## config.mk

```make
export PLATFORM = sky130hd
export DESIGN_NAME = tape_loader
export DESIGN_NICKNAME = d
export VERILOG_FILES = /design/src/zx81_mem_pkg.sv /design/src/tape_loader.sv
export SDC_FILE = /design/constraint.sdc
export NUM_CORES = 1
export LEC_CHECK = 0
export BUFFER_PORTS_ARGS = -buffer_cell sky130_fd_sc_hd__buf_4
export CAP_MARGIN = 30
export CORE_MARGIN = 2
export CORE_UTILIZATION = 45
export DETAILED_ROUTE_END_ITERATION = 10
export GPL_TIMING_DRIVEN = 0
export PLACE_DENSITY = 0.85
export SETUP_SLACK_MARGIN = 0.02
export SLEW_MARGIN = 5
export SYNTH_ARGS = -nofsm -noshare
export SYNTH_HDL_FRONTEND = slang
export SYNTH_SLANG_ARGS = --single-unit
```

## constraint.sdc

```tcl
create_clock -name clk_sys -period 2.05 [get_ports clk_sys]
set_clock_uncertainty 0.1 [all_clocks]
set_input_delay 0 -clock clk_sys [delete_from_list [all_inputs] [get_ports clk_sys]]
set_output_delay 0 -clock clk_sys [all_outputs]
set_load 0.005 [all_outputs]
```

## src/zx81_mem_pkg.sv

```systemverilog
`default_nettype none

package zx81_mem_pkg;

	// ========================================================================
	// Machine configuration
	// ========================================================================
	typedef enum logic {
		MACHINE_ZX81 = 1'b0,
		MACHINE_ZX80 = 1'b1
	} machine_t;

	typedef enum logic [1:0] {
		RAM_1K  = 2'd0,
		RAM_16K = 2'd1,
		RAM_32K = 2'd2,
		RAM_48K = 2'd3
	} ram_size_t;

	// .o files are ZX80, .p files are ZX81
	typedef enum logic {
		TAPE_O = 1'b0,
		TAPE_P = 1'b1
	} tape_format_t;

	typedef enum logic [1:0] {
		LOAD_IDLE = 2'd0,
		LOAD_COPY = 2'd1,
		LOAD_WAIT = 2'd2
	} loader_state_t;

	// Bus widths
	localparam int CPU_ADDR_W  = 16;
	localparam int RAM_ADDR_W  = 16;
	localparam int TAPE_ADDR_W = 14;
	localparam int DATA_W      = 8;

	// ========================================================================
	// ROM load routine trap
	// ========================================================================
	localparam logic [CPU_ADDR_W-1:0] TRAP_ENTRY_ZX81 = 16'h0347;
	localparam logic [CPU_ADDR_W-1:0] TRAP_ENTRY_ZX80 = 16'h0207;
	localparam logic [CPU_ADDR_W-1:0] TRAP_END_ZX81   = 16'h03C3;
	localparam logic [CPU_ADDR_W-1:0] TRAP_END_ZX80   = 16'h024D;

	// .p data skips the system variables below 4009h
	localparam logic [RAM_ADDR_W-1:0] LOAD_BASE_P = 16'h4009;
	localparam logic [RAM_ADDR_W-1:0] LOAD_BASE_O = 16'h4000;

	localparam int PATCH_LEN = 7;

	// Relative offset of the JR NC back onto the NOP/SCF byte
	localparam logic [DATA_W-1:0] JR_LOOP_OFS = 8'hFD;
	// Return into the ROM after the load, 0207h or 0203h
	localparam logic [DATA_W-1:0] JP_LO_ZX81  = 8'h07;
	localparam logic [DATA_W-1:0] JP_LO_ZX80  = 8'h03;
	localparam logic [DATA_W-1:0] JP_HI       = 8'h02;

	typedef enum logic [7:0] {
		OP_NOP   = 8'h00,
		OP_JR_NC = 8'h30,
		OP_SCF   = 8'h37,
		OP_XOR_A = 8'hAF,
		OP_JP    = 8'hC3
	} z80_op_t;

endpackage

`default_nettype wire

```

## src/tape_loader.sv

```systemverilog
`default_nettype none

module tape_loader #(
	parameter int TAPE_DEPTH = 16384
) (
	input  logic                                 clk_sys,
	input  logic                                 reset,
	input  zx81_mem_pkg::machine_t               model,
	input  logic [zx81_mem_pkg::CPU_ADDR_W-1:0]  cpu_addr,
	input  logic                                 cpu_rd,
	input  logic                                 cpu_m1,
	input  logic [zx81_mem_pkg::TAPE_ADDR_W:0]   tape_len,
	input  zx81_mem_pkg::tape_format_t           tape_format,
	input  logic [zx81_mem_pkg::DATA_W-1:0]      tb_rdata,
	output logic [zx81_mem_pkg::TAPE_ADDR_W-1:0] tb_raddr,
	output logic                                 ld_req,
	output logic [zx81_mem_pkg::RAM_ADDR_W-1:0]  ld_addr,
	output logic [zx81_mem_pkg::DATA_W-1:0]      ld_data,
	output logic                                 loading,
	output logic                                 patch_hit,
	output logic [zx81_mem_pkg::DATA_W-1:0]      patch_data
);
	import zx81_mem_pkg::*;

	loader_state_t          state;
	logic [TAPE_ADDR_W:0]   rd_idx;
	logic [TAPE_ADDR_W-1:0] wr_idx;
	logic                   wr_pending;
	logic [CPU_ADDR_W-1:0]  trap_entry;
	logic [CPU_ADDR_W-1:0]  trap_end;
	logic [RAM_ADDR_W-1:0]  load_base;
	logic [CPU_ADDR_W-1:0]  patch_ofs;
	logic                   fetch;
	logic                   start;
	logic                   exit_fetch;
	logic                   issue;

	assign trap_entry = (model == MACHINE_ZX81) ? TRAP_ENTRY_ZX81 : TRAP_ENTRY_ZX80;
	assign trap_end   = (model == MACHINE_ZX81) ? TRAP_END_ZX81 : TRAP_END_ZX80;
	assign load_base  = (tape_format == TAPE_P) ? LOAD_BASE_P : LOAD_BASE_O;

	assign fetch      = cpu_rd & cpu_m1;
	assign start      = (state == LOAD_IDLE) & fetch & (cpu_addr == trap_entry);
	assign exit_fetch = fetch & ((cpu_addr >= trap_end) | (cpu_addr < trap_entry));

	// Buffer read for the next byte goes out while the previous one is written
	assign issue = (state == LOAD_COPY) & (rd_idx < tape_len) & (rd_idx < TAPE_DEPTH);

	// ========================================================================
	// Loader FSM
	// ========================================================================
	always_ff @(posedge clk_sys) begin
		if (reset) begin
			state      <= LOAD_IDLE;
			wr_pending <= 1'b0;
		end else begin
			wr_pending <= issue;
			case (state)
				LOAD_IDLE: begin
					if (start)
						state <= LOAD_COPY;
				end
				LOAD_COPY: begin
					if (exit_fetch)
						state <= LOAD_IDLE;
					else if (!issue && !wr_pending)
						state <= LOAD_WAIT;
				end
				LOAD_WAIT: begin
					if (exit_fetch)
						state <= LOAD_IDLE;
				end
				default: state <= LOAD_IDLE;
			endcase
		end
	end

	// Tape and RAM byte counters
	always_ff @(posedge clk_sys) begin
		if (start) begin
			rd_idx <= '0;
			wr_idx <= '0;
		end else begin
			if (issue)
				rd_idx <= rd_idx + 1'b1;
			if (wr_pending)
				wr_idx <= wr_idx + 1'b1;
		end
	end

	assign tb_raddr = rd_idx[TAPE_ADDR_W-1:0];
	assign loading  = (state != LOAD_IDLE);

	// An in-flight byte after an aborted copy is dropped
	assign ld_req  = wr_pending & loading;
	assign ld_addr = load_base + RAM_ADDR_W'(wr_idx);
	assign ld_data = tb_rdata;

	// ========================================================================
	// Patch program
	// ========================================================================
	// The trap fetch itself already sees the patch
	assign patch_ofs = cpu_addr - trap_entry;
	assign patch_hit = (loading | start) & (patch_ofs < PATCH_LEN);

	always_comb begin
		case (patch_ofs[2:0])
			3'd0:    patch_data = OP_XOR_A;
			3'd1:    patch_data = (state == LOAD_WAIT) ? OP_SCF : OP_NOP;
			3'd2:    patch_data = OP_JR_NC;
			3'd3:    patch_data = JR_LOOP_OFS;
			3'd4:    patch_data = OP_JP;
			3'd5:    patch_data = (model == MACHINE_ZX81) ? JP_LO_ZX81 : JP_LO_ZX80;
			default: patch_data = JP_HI;
		endcase
	end

endmodule

`default_nettype wire

```

* Word level (Yosys, flattened, before mapping) *
Cells that the tools add are included.

cells by class
  reduce and logical (&&, ||, !) cells = 7
  mux-type cells = 11
  order comparisons = 5
  bitwise gates (word level) = 10
  equality and inequality tests = 11
  add/sub/neg operators = 4

operator list
  kind                                                          number
  one-hot mux 8 bit (6 select lines)                            1
  two-way mux 9 bit                                             2
  adder 15 x 14 -> 16 bit                                       1
  == test 16 x 10 -> 1 bit                                      1
  greater-or-equal comparator 16 x 10 -> 1 bit                  1
  less-than comparator 16 x 10 -> 1 bit                         1
  less-than comparator 16 x 3 -> 1 bit (second input constant)  1
  subtractor 16 x 10 -> 16 bit                                  1
  adder 15 x 1 -> 15 bit (second input constant)                1
  less-than comparator 15 bit                                   1
  less-than comparator 15 bit (second input constant)           1
  adder 14 x 1 -> 14 bit (second input constant)                1
  AND 1 bit                                                     8
  two-way mux 2 bit                                             4
  == test 3 x 2 -> 1 bit (second input constant)                2
  == test 3 bit (second input constant)                         2
  two-way mux 6 bit                                             1
  one-hot mux 2 bit (3 select lines)                            1
  two-way mux 4 bit                                             1
  != test 2 bit (second input constant)                         2
  == test 3 x 1 -> 1 bit (second input constant)                1
  logical NOT 3 bit                                             1
  two-way mux 3 bit                                             1
  != test 3 x 2 -> 1 bit (second input constant)                1
  other kinds (8)                                               10

storage, ports and cells
  input bits = 45
  flip-flop bits (word level) = 32

* Longest topological paths before layout *
Gate-level depths: netlist (run 1).

  word-level depth = 8
  mapped depth = 10

* Worst setup path after synthesis (run 1) *
Ideal clock, no wire load.

  path kind = flip-flop to flip-flop
  start = register rd_idx[8]
  end = register rd_idx[11]
  buffers on the path = 1
  arrival time = 2,068 ps
  setup time = 70 ps
  required time = 1,880 ps
  path slack = -188 ps
  stages on the path, launching flop included = 9
  cells stage by stage = dfxtp_1 ha_1 a21o_1 a221o_1 a21oi_2 o21ai_2 buf_6 or4_1 a21oi_1

on the way
  cells in the longest elaborated chain, start to end = 3
  elaborated cells between the ends (all ways) = 5
  classes of those cells = add/sub: 1; order compare: 2; bitwise: 2

RTL lines
  what                         RTL line           source
  start, declared              tape_loader.sv:26  logic [TAPE_ADDR_W:0] rd_idx;
  start signal, assigned       tape_loader.sv:85  rd_idx <= rd_idx + 1'b1;
  less-than comparator 15 bit  tape_loader.sv:47  assign issue = (state == LOAD_COPY) & (rd_idx < tape_len) & (rd_idx < TAPE_DEPTH);
  AND 1 bit (2 in series)      tape_loader.sv:47

Several ways; a longest one is shown, not always the timed one.
A chain may end at the register's enable or synchronous reset.

* Worst setup path in the final report (run 1) *
  start = register rd_idx[8]
  end = register rd_idx[13]

Same word-level chain as after synthesis.

==> out/results.ini, run 1 <==
[status]
outcome = finished with violations
violations = negative setup slack

[finish]
final_cell_mix = buf_4, nor2_1, nand2_1, ha_1, dfxtp_1
mostFrequentLayoutCell = buf_4
diodes = 0
synthToLayoutAreaGrowth_pct = 48.35
drive_gt1_share_pct = 42.63
finalCoreUtilization_pct = 69.15
layout.nets = 505

[drt]
ant_nets = 0
post_drt_via_cell_ratio = 5.374
wl_um = 7199
avgRoutedWirePerCell_um = 14.23
drt_iter0_markers = 204
vias = 2719
drt_first_pass_iters = 4
drcViolationCount = 0

[pwr]
power_switching_uw = 467.4
pwr-share-clk_pct = 35.8
p_seq_share_pct = 38.2
swShare_pct = 27.20
total_power_mw = 1.719
vdd_drop_max_v = 0.0004009
p_leak_nw = 1.748
p_int_mw = 1.251
powerDensity_mw_per_mm2 = 448.6
comb_power_share_pct = 26.0

[setup_path]
critPathLaunchType = flip-flop
worstPathMaxFanout = 8
worstSetupPathType = reg2reg
timing.rr.start = rd_idx[8]
reg2reg_slack_ns = -0.24
worstSetupStartpoint = rd_idx[8]
r2r_end = rd_idx[13]
crit_end = rd_idx[13]
critPathRequiredTime_ns = 2.19
endpoint_kind = flip-flop
crit_arrival_ns = 2.43
reg2regPathDepth = 8

[place]
place_ws_ns = -0.2812
port_buffers = 84
dp_hpwl_um = 4971
place.gp.congestion = 0.8667

[grt]
grt_max_degree = 12
overflow = 0
grt_use_met1_pct = 24.27
grt_usage_pct = 21.82
grt_pass1_vias = 2564
grt_util_met3_pct = 4.751
grt_use_met2_pct = 41.09
busiest_layer = met2
antenna_found_initial = 0
grt_pass1_wl_um = 11080

[floorplanning]
initial_core_util_pct = 46.61
chipHeight_um = 79.76
die_x_um = 79.76
die_area_mm2 = 0.006361
ios = 94
placementRows = 27
core_area_mm2 = 0.005540

[sta]
timing.final.ws_setup_ns = -0.2403
fin_crit_sh_pct = 111.7
setup_viol = 17
rsz0062_at_grt = yes
hold_viol = 0
maxSlewHeadroom_pct = 65.11
fin_crit_ns = 2.290
fmax_mhz = 436.6
hold_ws_ns = 0.01538
worstMarginPinSlew_ns = 0.5233
maxSlewViolCount = 0

[synth]
synth-seq-cells = 32
postSynthCellCount = 332
yosysSeqAreaShare_pct = 24.81
yosysWarnings = 0
synth-edff-count = 0
syn-mean-instance-area_um2 = 7.779
yosys_most_used_dff = dfxtp_1
synth_cell_types = 47
async_flop_share_pct = 0
synth_fp_nets = 404
syn_area_mm2 = 0.002582

[clock_tree]
clk_pin_slew_ns = 0.08
insertion_delay_ns = 0.30
htreeDepth = 2
cts_buffers = 5
cts-root-buf = clkbuf_8
cts_tree = yes
clockBufferDepth = 2
clkSinkCount = 32

[min_path]
min_from = cpu_addr[6]
worstHoldPathType = in2reg

[run]
drv_cap = 0

## layer usage
metal | up-vias | share of wire (%)
met5 | - | 0
met4 | 0 | 1.3
met3 | 14 | 5.4
met2 | 89 | 53
met1 | 1266 | 40
li1 | 1350 | -
## through the flow
step	instances	instance area, µm²	TNS [ns]
finish	506	3831	-2.814
global route	506	3831	-4.236
CTS	506	3695	-1.870
detailed placement	488	3338	-4.421
global placement	488	3338	-3.172
floorplan	332	2618	-0.1952
## power groups by stage
stage	Sequential, mW	Clock (mW)	Combinational, mW
detailed placement	0.669	0	0.422
finish	0.656	0.615	0.447
floorplan	0.665	0	0.214
CTS	0.652	0.608	0.434
global route	0.658	0.659	0.490
global placement	0.668	0	0.408
## repair_timing
action | in CTS | in global routing
cloned | 2 | 0
pin swaps | 19 | 10
setup buffers | 7 | 3
setup endpoints to repair | 37 | 39
endpoints found under the hold margin | 2 | 0
hold buffers | 1 | 0
resized for setup | 36 | 34
## worst max-delay path, stage by stage (launching register included)
cell     delay, ns
dfxtp_4       0.36
ha_4          0.21
a21o_1        0.15
a221o_1       0.33
a21oi_2       0.18
o21ai_2       0.12
buf_6         0.15
or4_1         0.51
a21oi_2       0.13
## logic make-up after synthesis
kind of cell	synth area share (%)
adders and majority gates	13.08
DFF	24.81
and+or+nand+nor	24.66
buffers and inverters	11.97
xor gates and xnor gates	8.818
AOI/OAI and AO/OA	15.50
muxes	1.163
## synth_stat cells, types with 2 or more instances
master     n  area [µm²]
a211oi_1   3       22.52
a21o_1     2       15.01
a21oi_1   20       100.1
and2_1     4       25.02
and3_1     6       37.54
and4_1     2       17.52
buf_2      4       20.02
buf_4     22       165.2
clkbuf_1   9       33.78
dfxtp_1   32       640.6
ha_1      27       337.8
inv_1     21       78.83
mux2i_1    3       30.03
nand2_1   26       97.59
nand2b_1   3       18.77
nand3_1    9       45.04
nand4_1    7       43.79
nor2_1    31       116.4
nor2b_1    3       18.77
nor3_1     7       35.03
nor3b_1    2       15.01
nor4_1     2       12.51
nor4b_1    4       35.03
o21a_1     3       22.52
o21ai_0   13       65.06
o31ai_1    8       60.06
or2_2      3       18.77
or3_1      9       56.30
or4_1      5       37.54
xnor2_1   14       122.6
xor2_1    12       105.1
## worst min-delay path by stage
| stage | endpoint | slack, ns | cells after the start |
|---|---|---|---|
| finish | state[1] | 0.02 | 4 |
| global route | state[1] | 0.02 | 4 |
| CTS | state[1] | 0.02 | 4 |
| detailed placement | ld_data[7] | 0.07 | 2 |
| global placement | ld_data[7] | 0.07 | 2 |
| floorplan | wr_pending | -0.03 | 1 |
## cell type report
class                           instances  area (µm²)
Multi-Input combinational cell        243        1858
Fill cell                             462        1709
Inverter                               21       78.83
Buffer                                 33       255.2
Sequential cell                        32       660.6
Clock inverter                          3       42.54
Tap cell                               72       90.09
Timing Repair Buffer                   97       777.0
Clock buffer                            5       68.82
## registers in the layout (all words and copies together), names as in the netlist
signal	count
wr_idx	14
rd_idx	15
wr_pending	1
state	2
No activity file was read; power rests on OpenSTA's default activity.
==> run 2: changes to the inputs <==
CAP_MARGIN = default   (was 30)
SETUP_SLACK_MARGIN = 0.05   (was 0.02)
==> run 2 against run 1 <==
- the run still ends with negative setup slack left
- combinational power grew 1%
- clock power shrank 16%
- critical path depth is the same
- sequential share of layout area rose by 0.38 points
- via count decreased by 0.26%
- setup slack better by 0.018 ns
- die area is the same
- count of clock-buffer cells in the layout up 1
- critical path type unchanged
- largest power group unchanged
==> out/results.ini, run 2 (synthesis results as in run 1) <==
[setup_path]
critPathLaunchType = flip-flop
max_stage_delay_ns = 0.46  ; -0.05 ns
reg2reg_slack_ns = -0.22  ; +0.02 ns
crit_arrival_ns = 2.40  ; -0.03 ns
worstPathMaxFanout = 5  ; -3
critical_path.top_delay_family = compound AO/OA/AOI/OAI gates
critPathRequiredTime_ns = 2.18  ; about the same
endpoint_kind = flip-flop
crit_slowest_cell = or4_4
r2r_end = rd_idx[11]
cp_cell_sequence = ha_4 -> and2_4 -> a221o_1 -> a21oi_2 -> o21ai_2 -> buf_6 -> or4_4 -> a21oi_1
worstSetupPathType = reg2reg
timing.rr.start = rd_idx[10]
critical_path_buf_inv_count = 1  ; unchanged
reg2regPathDepth = 8  ; unchanged

[finish]
drive_gt1_share_pct = 43.08  ; +0.46 points
largest_reg_flops = 15  ; unchanged
mostFrequentLayoutCell = buf_4
largest_registers = rd_idx: 15 flops, wr_idx: 14 flops, state: 2 flops
finalCoreUtilization_pct = 69.08  ; about the same
final_cell_mix = buf_4, nor2_1, nand2_1, inv_1, ha_1
diodes = 0  ; unchanged
largest-register = rd_idx
synthToLayoutAreaGrowth_pct = 48.21  ; about the same
fillers = 473  ; +2.4%
finalInstanceArea_mm2 = 0.003827  ; about the same
layout.nets = 512  ; +1.4%

[place]
place.gp.congestion = 0.8514  ; -1.8%
place_area_mm2 = 0.003338  ; unchanged
place_ws_ns = -0.3689  ; -0.08772 ns
dp_hpwl_um = 4877  ; -1.9%
port_buffers = 84  ; unchanged

[clock_tree]
clkSinkCount = 32  ; unchanged
clockBufferDepth = 2  ; unchanged
cts-root-buf = clkbuf_8
clk_pin_slew_ns = 0.07  ; about the same
cts_buffers = 5  ; unchanged
htreeDepth = 2  ; unchanged
cts_tree = yes
insertion_delay_ns = 0.30  ; about the same

[min_path]
worstHoldPathType = in2reg
worstHoldEndpoint = state[1]
min_from = cpu_addr[6]
holdPathStages = 4  ; unchanged

[sta]
rsz0062_at_grt = yes
worstMarginPinSlew_ns = 0.5911  ; +0.06782 ns
maxSlewViolCount = 0  ; unchanged
maxSlewHeadroom_pct = 60.59  ; -4.5 points
fin_crit_ns = 2.273  ; -0.01779 ns
setup_viol = 17  ; unchanged
timing.final.ws_setup_ns = -0.2225  ; +0.01779 ns
fin_crit_sh_pct = 110.9  ; -0.87 points
hold_viol = 0  ; unchanged
fmax_mhz = 440.0  ; +0.78%

[grt]
grt_usage_pct = 20.86  ; -0.95 points
grt_pass1_wl_um = 10720  ; -3.2%
antenna_found_initial = 0  ; unchanged
grt_pass1_vias = 2443  ; -4.7%
overflow = 0  ; unchanged
grt_max_degree = 11  ; -1

[pwr]
vdd_drop_max_v = 0.0004468  ; +11%
p_int_mw = 1.160  ; -7.3%
pwr-share-clk_pct = 31.9  ; -3.9 points
comb_power_share_pct = 27.9  ; +1.9 points
swShare_pct = 28.51  ; +1.3 points
power_switching_uw = 462.5  ; -1.1%
p_leak_nw = 1.746  ; -0.13%
p_seq_share_pct = 40.2  ; +2.0 points
powerDensity_mw_per_mm2 = 423.8  ; -5.5%

[floorplanning]
core_area_mm2 = 0.005540  ; unchanged
chipHeight_um = 79.76  ; unchanged
initial_core_util_pct = 46.61  ; unchanged
ios = 94  ; unchanged
placementRows = 27  ; unchanged
die_x_um = 79.76  ; unchanged
die_area_mm2 = 0.006361  ; unchanged

[drt]
drt_first_pass_iters = 5  ; +1
avgRoutedWirePerCell_um = 13.52  ; -5.0%
drt_iter0_markers = 152  ; -25%
ant_nets = 0  ; unchanged
wl_um = 6935  ; -3.7%
vias = 2712  ; -0.26%
drcViolationCount = 0  ; unchanged
post_drt_via_cell_ratio = 5.287  ; -1.6%

[status]
outcome = finished with violations
violations = negative setup slack

[run]
drv_cap = 0  ; unchanged

[run 2: cell count changes in the layout (fill, tap and decap cells not counted), sizes merged]
cell      before  now
buf          122  130
clkinv         1    2
clkinvlp       1    0
bufinv         1    0
[run 2: final cells by class]
cell class / instances / area, µm² / share of cell area (%)
clock inverter: 2 / 10.01 / 0.2615
inverter: 21 / 78.83 / 2.059
multi-input combinational: 243 / 1851 / 48.35
clock buffer: 6 / 82.58 / 2.158
tap: 72 / 90.09 / 2.354
sequential: 32 / 674.4 / 17.62
buffer: 33 / 245.2 / 6.407
timing repair buffer: 104 / 795.8 / 20.79
[run 2: power groups by stage]
stage | combinational [mW] | clock, mW | sequential [mW]
floorplan | 0.214 | 0 | 0.665
global placement | 0.409 | 0 | 0.668
detailed placement | 0.419 | 0 | 0.669
CTS | 0.432 | 0.522 | 0.651
global route | 0.498 | 0.550 | 0.655
finish | 0.453 | 0.517 | 0.652
[run 2: metal layers]
metal  track usage (%)  vias up  routed length [µm]
li1                  -     1363                   -
met3             4.299        8                 387
met5                 0        -                   0
met2             37.06       81                3536
met4             5.593        0                 124
met1             25.48     1260                2887
[run 2: stage by stage]
| step | cells | TNS, ns | total power, mW | hold slack [ns] |
|---|---|---|---|---|
| floorplan | 332 | -0.1920 | 0.8797 | -0.02762 |
| global placement | 488 | -5.186 | 1.077 | 0.06611 |
| detailed placement | 488 | -5.622 | 1.088 | 0.06643 |
| CTS | 511 | -1.360 | 1.605 | 0.008315 |
| global route | 513 | -3.588 | 1.703 | 0.03026 |
| finish | 513 | -2.212 | 1.622 | 0.01406 |
[run 2: timing repair]
action                                  4_1_cts  5_1_grt
pin swaps                                    16       19
gates cloned                                  1        0
gates resized for setup                      38       32
hold buffers                                  1        0
endpoints found under the setup margin       36       39
setup buffers                                13        6
hold endpoints to repair                      2        0
[run 2: worst max-delay path by stage]
stage	slack, ns	to	startpoint	cells after the start
global route	-0.30	rd_idx[11]	rd_idx[10]	8
detailed placement	-0.37	rd_idx[13]	rd_idx[2]	8
finish	-0.22	rd_idx[11]	rd_idx[10]	8
global placement	-0.34	rd_idx[9]	rd_idx[2]	8
floorplan	-0.07	rd_idx[9]	rd_idx[9]	8
CTS	-0.17	rd_idx[13]	rd_idx[8]	8
[run 2: worst register-to-register path, delay by kind of cell (launching register included)]
kind            cells  cell delay (ns)
fa+ha+maj           1             0.23
buf+inv             1             0.16
compound gates      4             0.76
flops               1             0.37
simple gates        2             0.59
==> run 3: changes to the inputs <==
ABC_AREA = 1   (was default)
PLACE_DENSITY = 0.82   (was 0.85)
==> run 3 against run 2 <==
- sequential cell count unchanged
- critical path type unchanged
- combinational power decreased by 29%
- highest routed layer unchanged
- count of clock-buffer cells in the layout increased by 1
- via count increased by 28%
- total power decreased by 0.51%
- cell area grew 16%
- the run now ends clean
- first-iteration DRC count up 6.6%
==> out/results.ini, run 3 <==
[clock_tree]
htreeDepth = 2  ; unchanged
cts-root-buf = clkbuf_8
cts_buffers = 5  ; unchanged
clkSinkCount = 32  ; unchanged
insertion_delay_ns = 0.30  ; about the same
clk_pin_slew_ns = 0.07  ; about the same
cts_tree = yes
clockBufferDepth = 2  ; unchanged

[grt]
overflow = 0  ; unchanged
grt_max_degree = 11  ; unchanged
grt_usage_pct = 20.98  ; +0.12 points
grt_pass1_vias = 3224  ; +32%
antenna_found_initial = 0  ; unchanged
grt_pass1_wl_um = 13470  ; +26%

[setup_path]
reg2regPathDepth = 10  ; +2
crit_arrival_ns = 2.04  ; -0.36 ns
worstSetupStartpoint = rd_idx[11]
endpoint_kind = flip-flop
crit_end = rd_idx[4]
worstSetupPathType = reg2reg
timing.rr.start = rd_idx[11]
critPathLaunchType = flip-flop
critPathRequiredTime_ns = 2.14  ; -0.04 ns
worstPathMaxFanout = 6  ; +1
r2r_end = rd_idx[4]
reg2reg_slack_ns = 0.09  ; +0.31 ns

[sta]
fin_crit_ns = 1.959  ; -0.3137 ns
hold_viol = 0  ; unchanged
rsz0062_at_grt = yes
fin_crit_sh_pct = 95.55  ; -15 points
timing.final.ws_setup_ns = 0.09120  ; +0.3137 ns
hold_ws_ns = 0.02616  ; +0.01210 ns
fmax_mhz = 510.5  ; +16%
setup_viol = 0  ; -17
worstMarginPinSlew_ns = 0.6152  ; +0.02408 ns
maxSlewHeadroom_pct = 57.93  ; -2.7 points
maxSlewViolCount = 0  ; unchanged

[finish]
diodes = 0  ; unchanged
mostFrequentLayoutCell = buf_4
layout.nets = 683  ; +33%
largest-register = rd_idx
final_cells = 708  ; +38%
largest_registers = rd_idx: 15 flops, wr_idx: 14 flops, state: 2 flops
synthToLayoutAreaGrowth_pct = 37.79
largest_reg_flops = 15  ; unchanged
finalCoreUtilization_pct = 64.63  ; -4.5 points
final_cell_mix = buf_4, nand2_1, inv_1, nor2_1, a21oi_1
drive_gt1_share_pct = 33.66  ; -9.4 points

[status]
outcome = finished, final reports clean

[min_path]
worstHoldPathType = in2reg

[synth]
yosys_most_used_dff = dfxtp_1
yosysWarnings = 0  ; unchanged
postSynthCellCount = 507  ; +53%
syn_area_mm2 = 0.003222  ; +25%
yosysSeqAreaShare_pct = 19.88  ; -4.9 points
yosys-top-cells-count = nand2_1, inv_1, nor2_1
netlist.area_leader.share_pct = 19.88  ; -4.9 points
syn-mean-instance-area_um2 = 6.355  ; -18%
synth_fp_nets = 579  ; +43%
yosys.area.top_type = dfxtp_1
yosysMostFrequentCell = nand2_1
async_flop_share_pct = 0  ; unchanged
synth-edff-count = 0  ; unchanged
synth-seq-cells = 32  ; unchanged
synth_cell_types = 38  ; -19%
netlist_top_cells_area = dfxtp_1, nand2_1, ha_1, inv_1, nor2_1

[pwr]
powerDensity_mw_per_mm2 = 363.6  ; -14%
swShare_pct = 25.64  ; -2.9 points
pwr-share-clk_pct = 42.2  ; +10 points
p_seq_share_pct = 38.0  ; -2.2 points
p_leak_nw = 2.220  ; +27%
power_switching_uw = 413.8  ; -11%
vdd_drop_max_v = 0.0002878  ; -36%
p_int_mw = 1.200  ; +3.5%
comb_power_share_pct = 19.8  ; -8.1 points

[floorplanning]
chipHeight_um = 88.62  ; +11%
die_x_um = 88.62  ; +11%
placementRows = 30  ; +11%
ios = 94  ; unchanged
initial_core_util_pct = 46.90  ; +0.29 points
core_area_mm2 = 0.006869  ; +24%
die_area_mm2 = 0.007853  ; +23%

[place]
port_buffers = 85  ; +1.2%
place_ws_ns = 0.002600  ; +0.3715 ns
dp_hpwl_um = 6157  ; +26%
place.gp.congestion = 0.9237  ; +8.5%
dpl.cell_count = 688  ; +41%

[drt]
drt_iter0_markers = 162  ; +6.6%
wl_um = 8329  ; +20%
drt_first_pass_iters = 5  ; unchanged
avgRoutedWirePerCell_um = 11.76  ; -13%
post_drt_via_cell_ratio = 4.894  ; -7.4%
drcViolationCount = 0  ; unchanged
vias = 3465  ; +28%
ant_nets = 0  ; unchanged

[run]
drv_cap = 0  ; unchanged

==> run 3: cell count changes after synthesis, sizes merged, moves of 10 or more <==
cell / previous run / this run
nor2: 31 / 70
nand3: 9 / 31
nand2: 26 / 124
xnor2: 14 / 4
a21oi: 21 / 34
inv: 21 / 90
==> run 3: cell families after synthesis <==
group,share of synthesized area (%)
adder cells (fa/ha/maj),10.49
XOR/XNOR,4.893
AO/OA/AOI/OAI,10.52
flip-flops,19.88
buffers and inverters,16.27
AND/OR/NAND/NOR,37.94
==> run 3: through the flow <==
stage | setup TNS [ns] | cell area (µm²) | power, mW
floorplan | 0 | 3222 | 0.7995
global placement | 0 | 3980 | 0.9266
detailed placement | 0 | 3980 | 0.9362
CTS | -0.004814 | 4230 | 1.616
global route | -0.02844 | 4439 | 1.683
finish | 0 | 4439 | 1.614
==> run 3: layout make-up <==
type / count / area, µm²
Buffer: 25 / 188.9
Clock buffer: 7 / 96.34
Clock inverter: 1 / 30.03
Fill cell: 603 / 2430
Inverter: 91 / 341.6
Multi-Input combinational cell: 359 / 2256
Sequential cell: 32 / 671.9
Tap cell: 96 / 120.1
Timing Repair Buffer: 97 / 734.5
==> run 3: what timing repair did <==
item,in CTS,in global routing
cloned,0,1
setup buffers,5,5
gates resized for setup,17,40
hold buffers,1,0
pin swaps,5,9
setup endpoints to repair,10,23
hold endpoints to repair,3,0
==> run 3: power groups by stage <==
stage	combinational, mW	clock, mW	sequential, mW
finish	0.320	0.680	0.613
CTS	0.307	0.689	0.620
global route	0.362	0.708	0.613
floorplan	0.164	0	0.636
detailed placement	0.301	0	0.636
global placement	0.291	0	0.636
==> run 3: how the worst min path moves through the flow <==
stage	startpoint	to	slack [ns]	cells after the start
6_report	cpu_addr[3]	state[0]	0.03	4
3_5_place_dp	tb_rdata[0]	ld_data[0]	0.07	2
3_3_place_gp	tb_rdata[7]	ld_data[7]	0.07	2
5_1_grt	tb_rdata[3]	ld_data[3]	0.07	2
4_1_cts	cpu_addr[3]	state[0]	0.02	4
2_1_floorplan	reset	state[0]	-0.03	1
==> run 3: metal layers <==
| layer | GRT usage [%] | vias to the layer above | share of wire, % |
|---|---|---|---|
| li1 | - | 1793 | - |
| met1 | 26.18 | 1545 | 45 |
| met2 | 37.32 | 110 | 49 |
| met3 | 3.265 | 17 | 4.8 |
| met4 | 6.061 | 0 | 1.5 |
| met5 | 0 | - | 0 |
==> run 3: critical path: stages (launching register included) <==
cell	delay [ns]
dfxtp_1	0.47
ha_1	0.29
nand2_1	0.10
nor2_1	0.08
a21oi_4	0.17
nand3_2	0.13
nor2_4	0.17
buf_6	0.13
nand3_1	0.06
nand2_1	0.08
a21oi_1	0.07
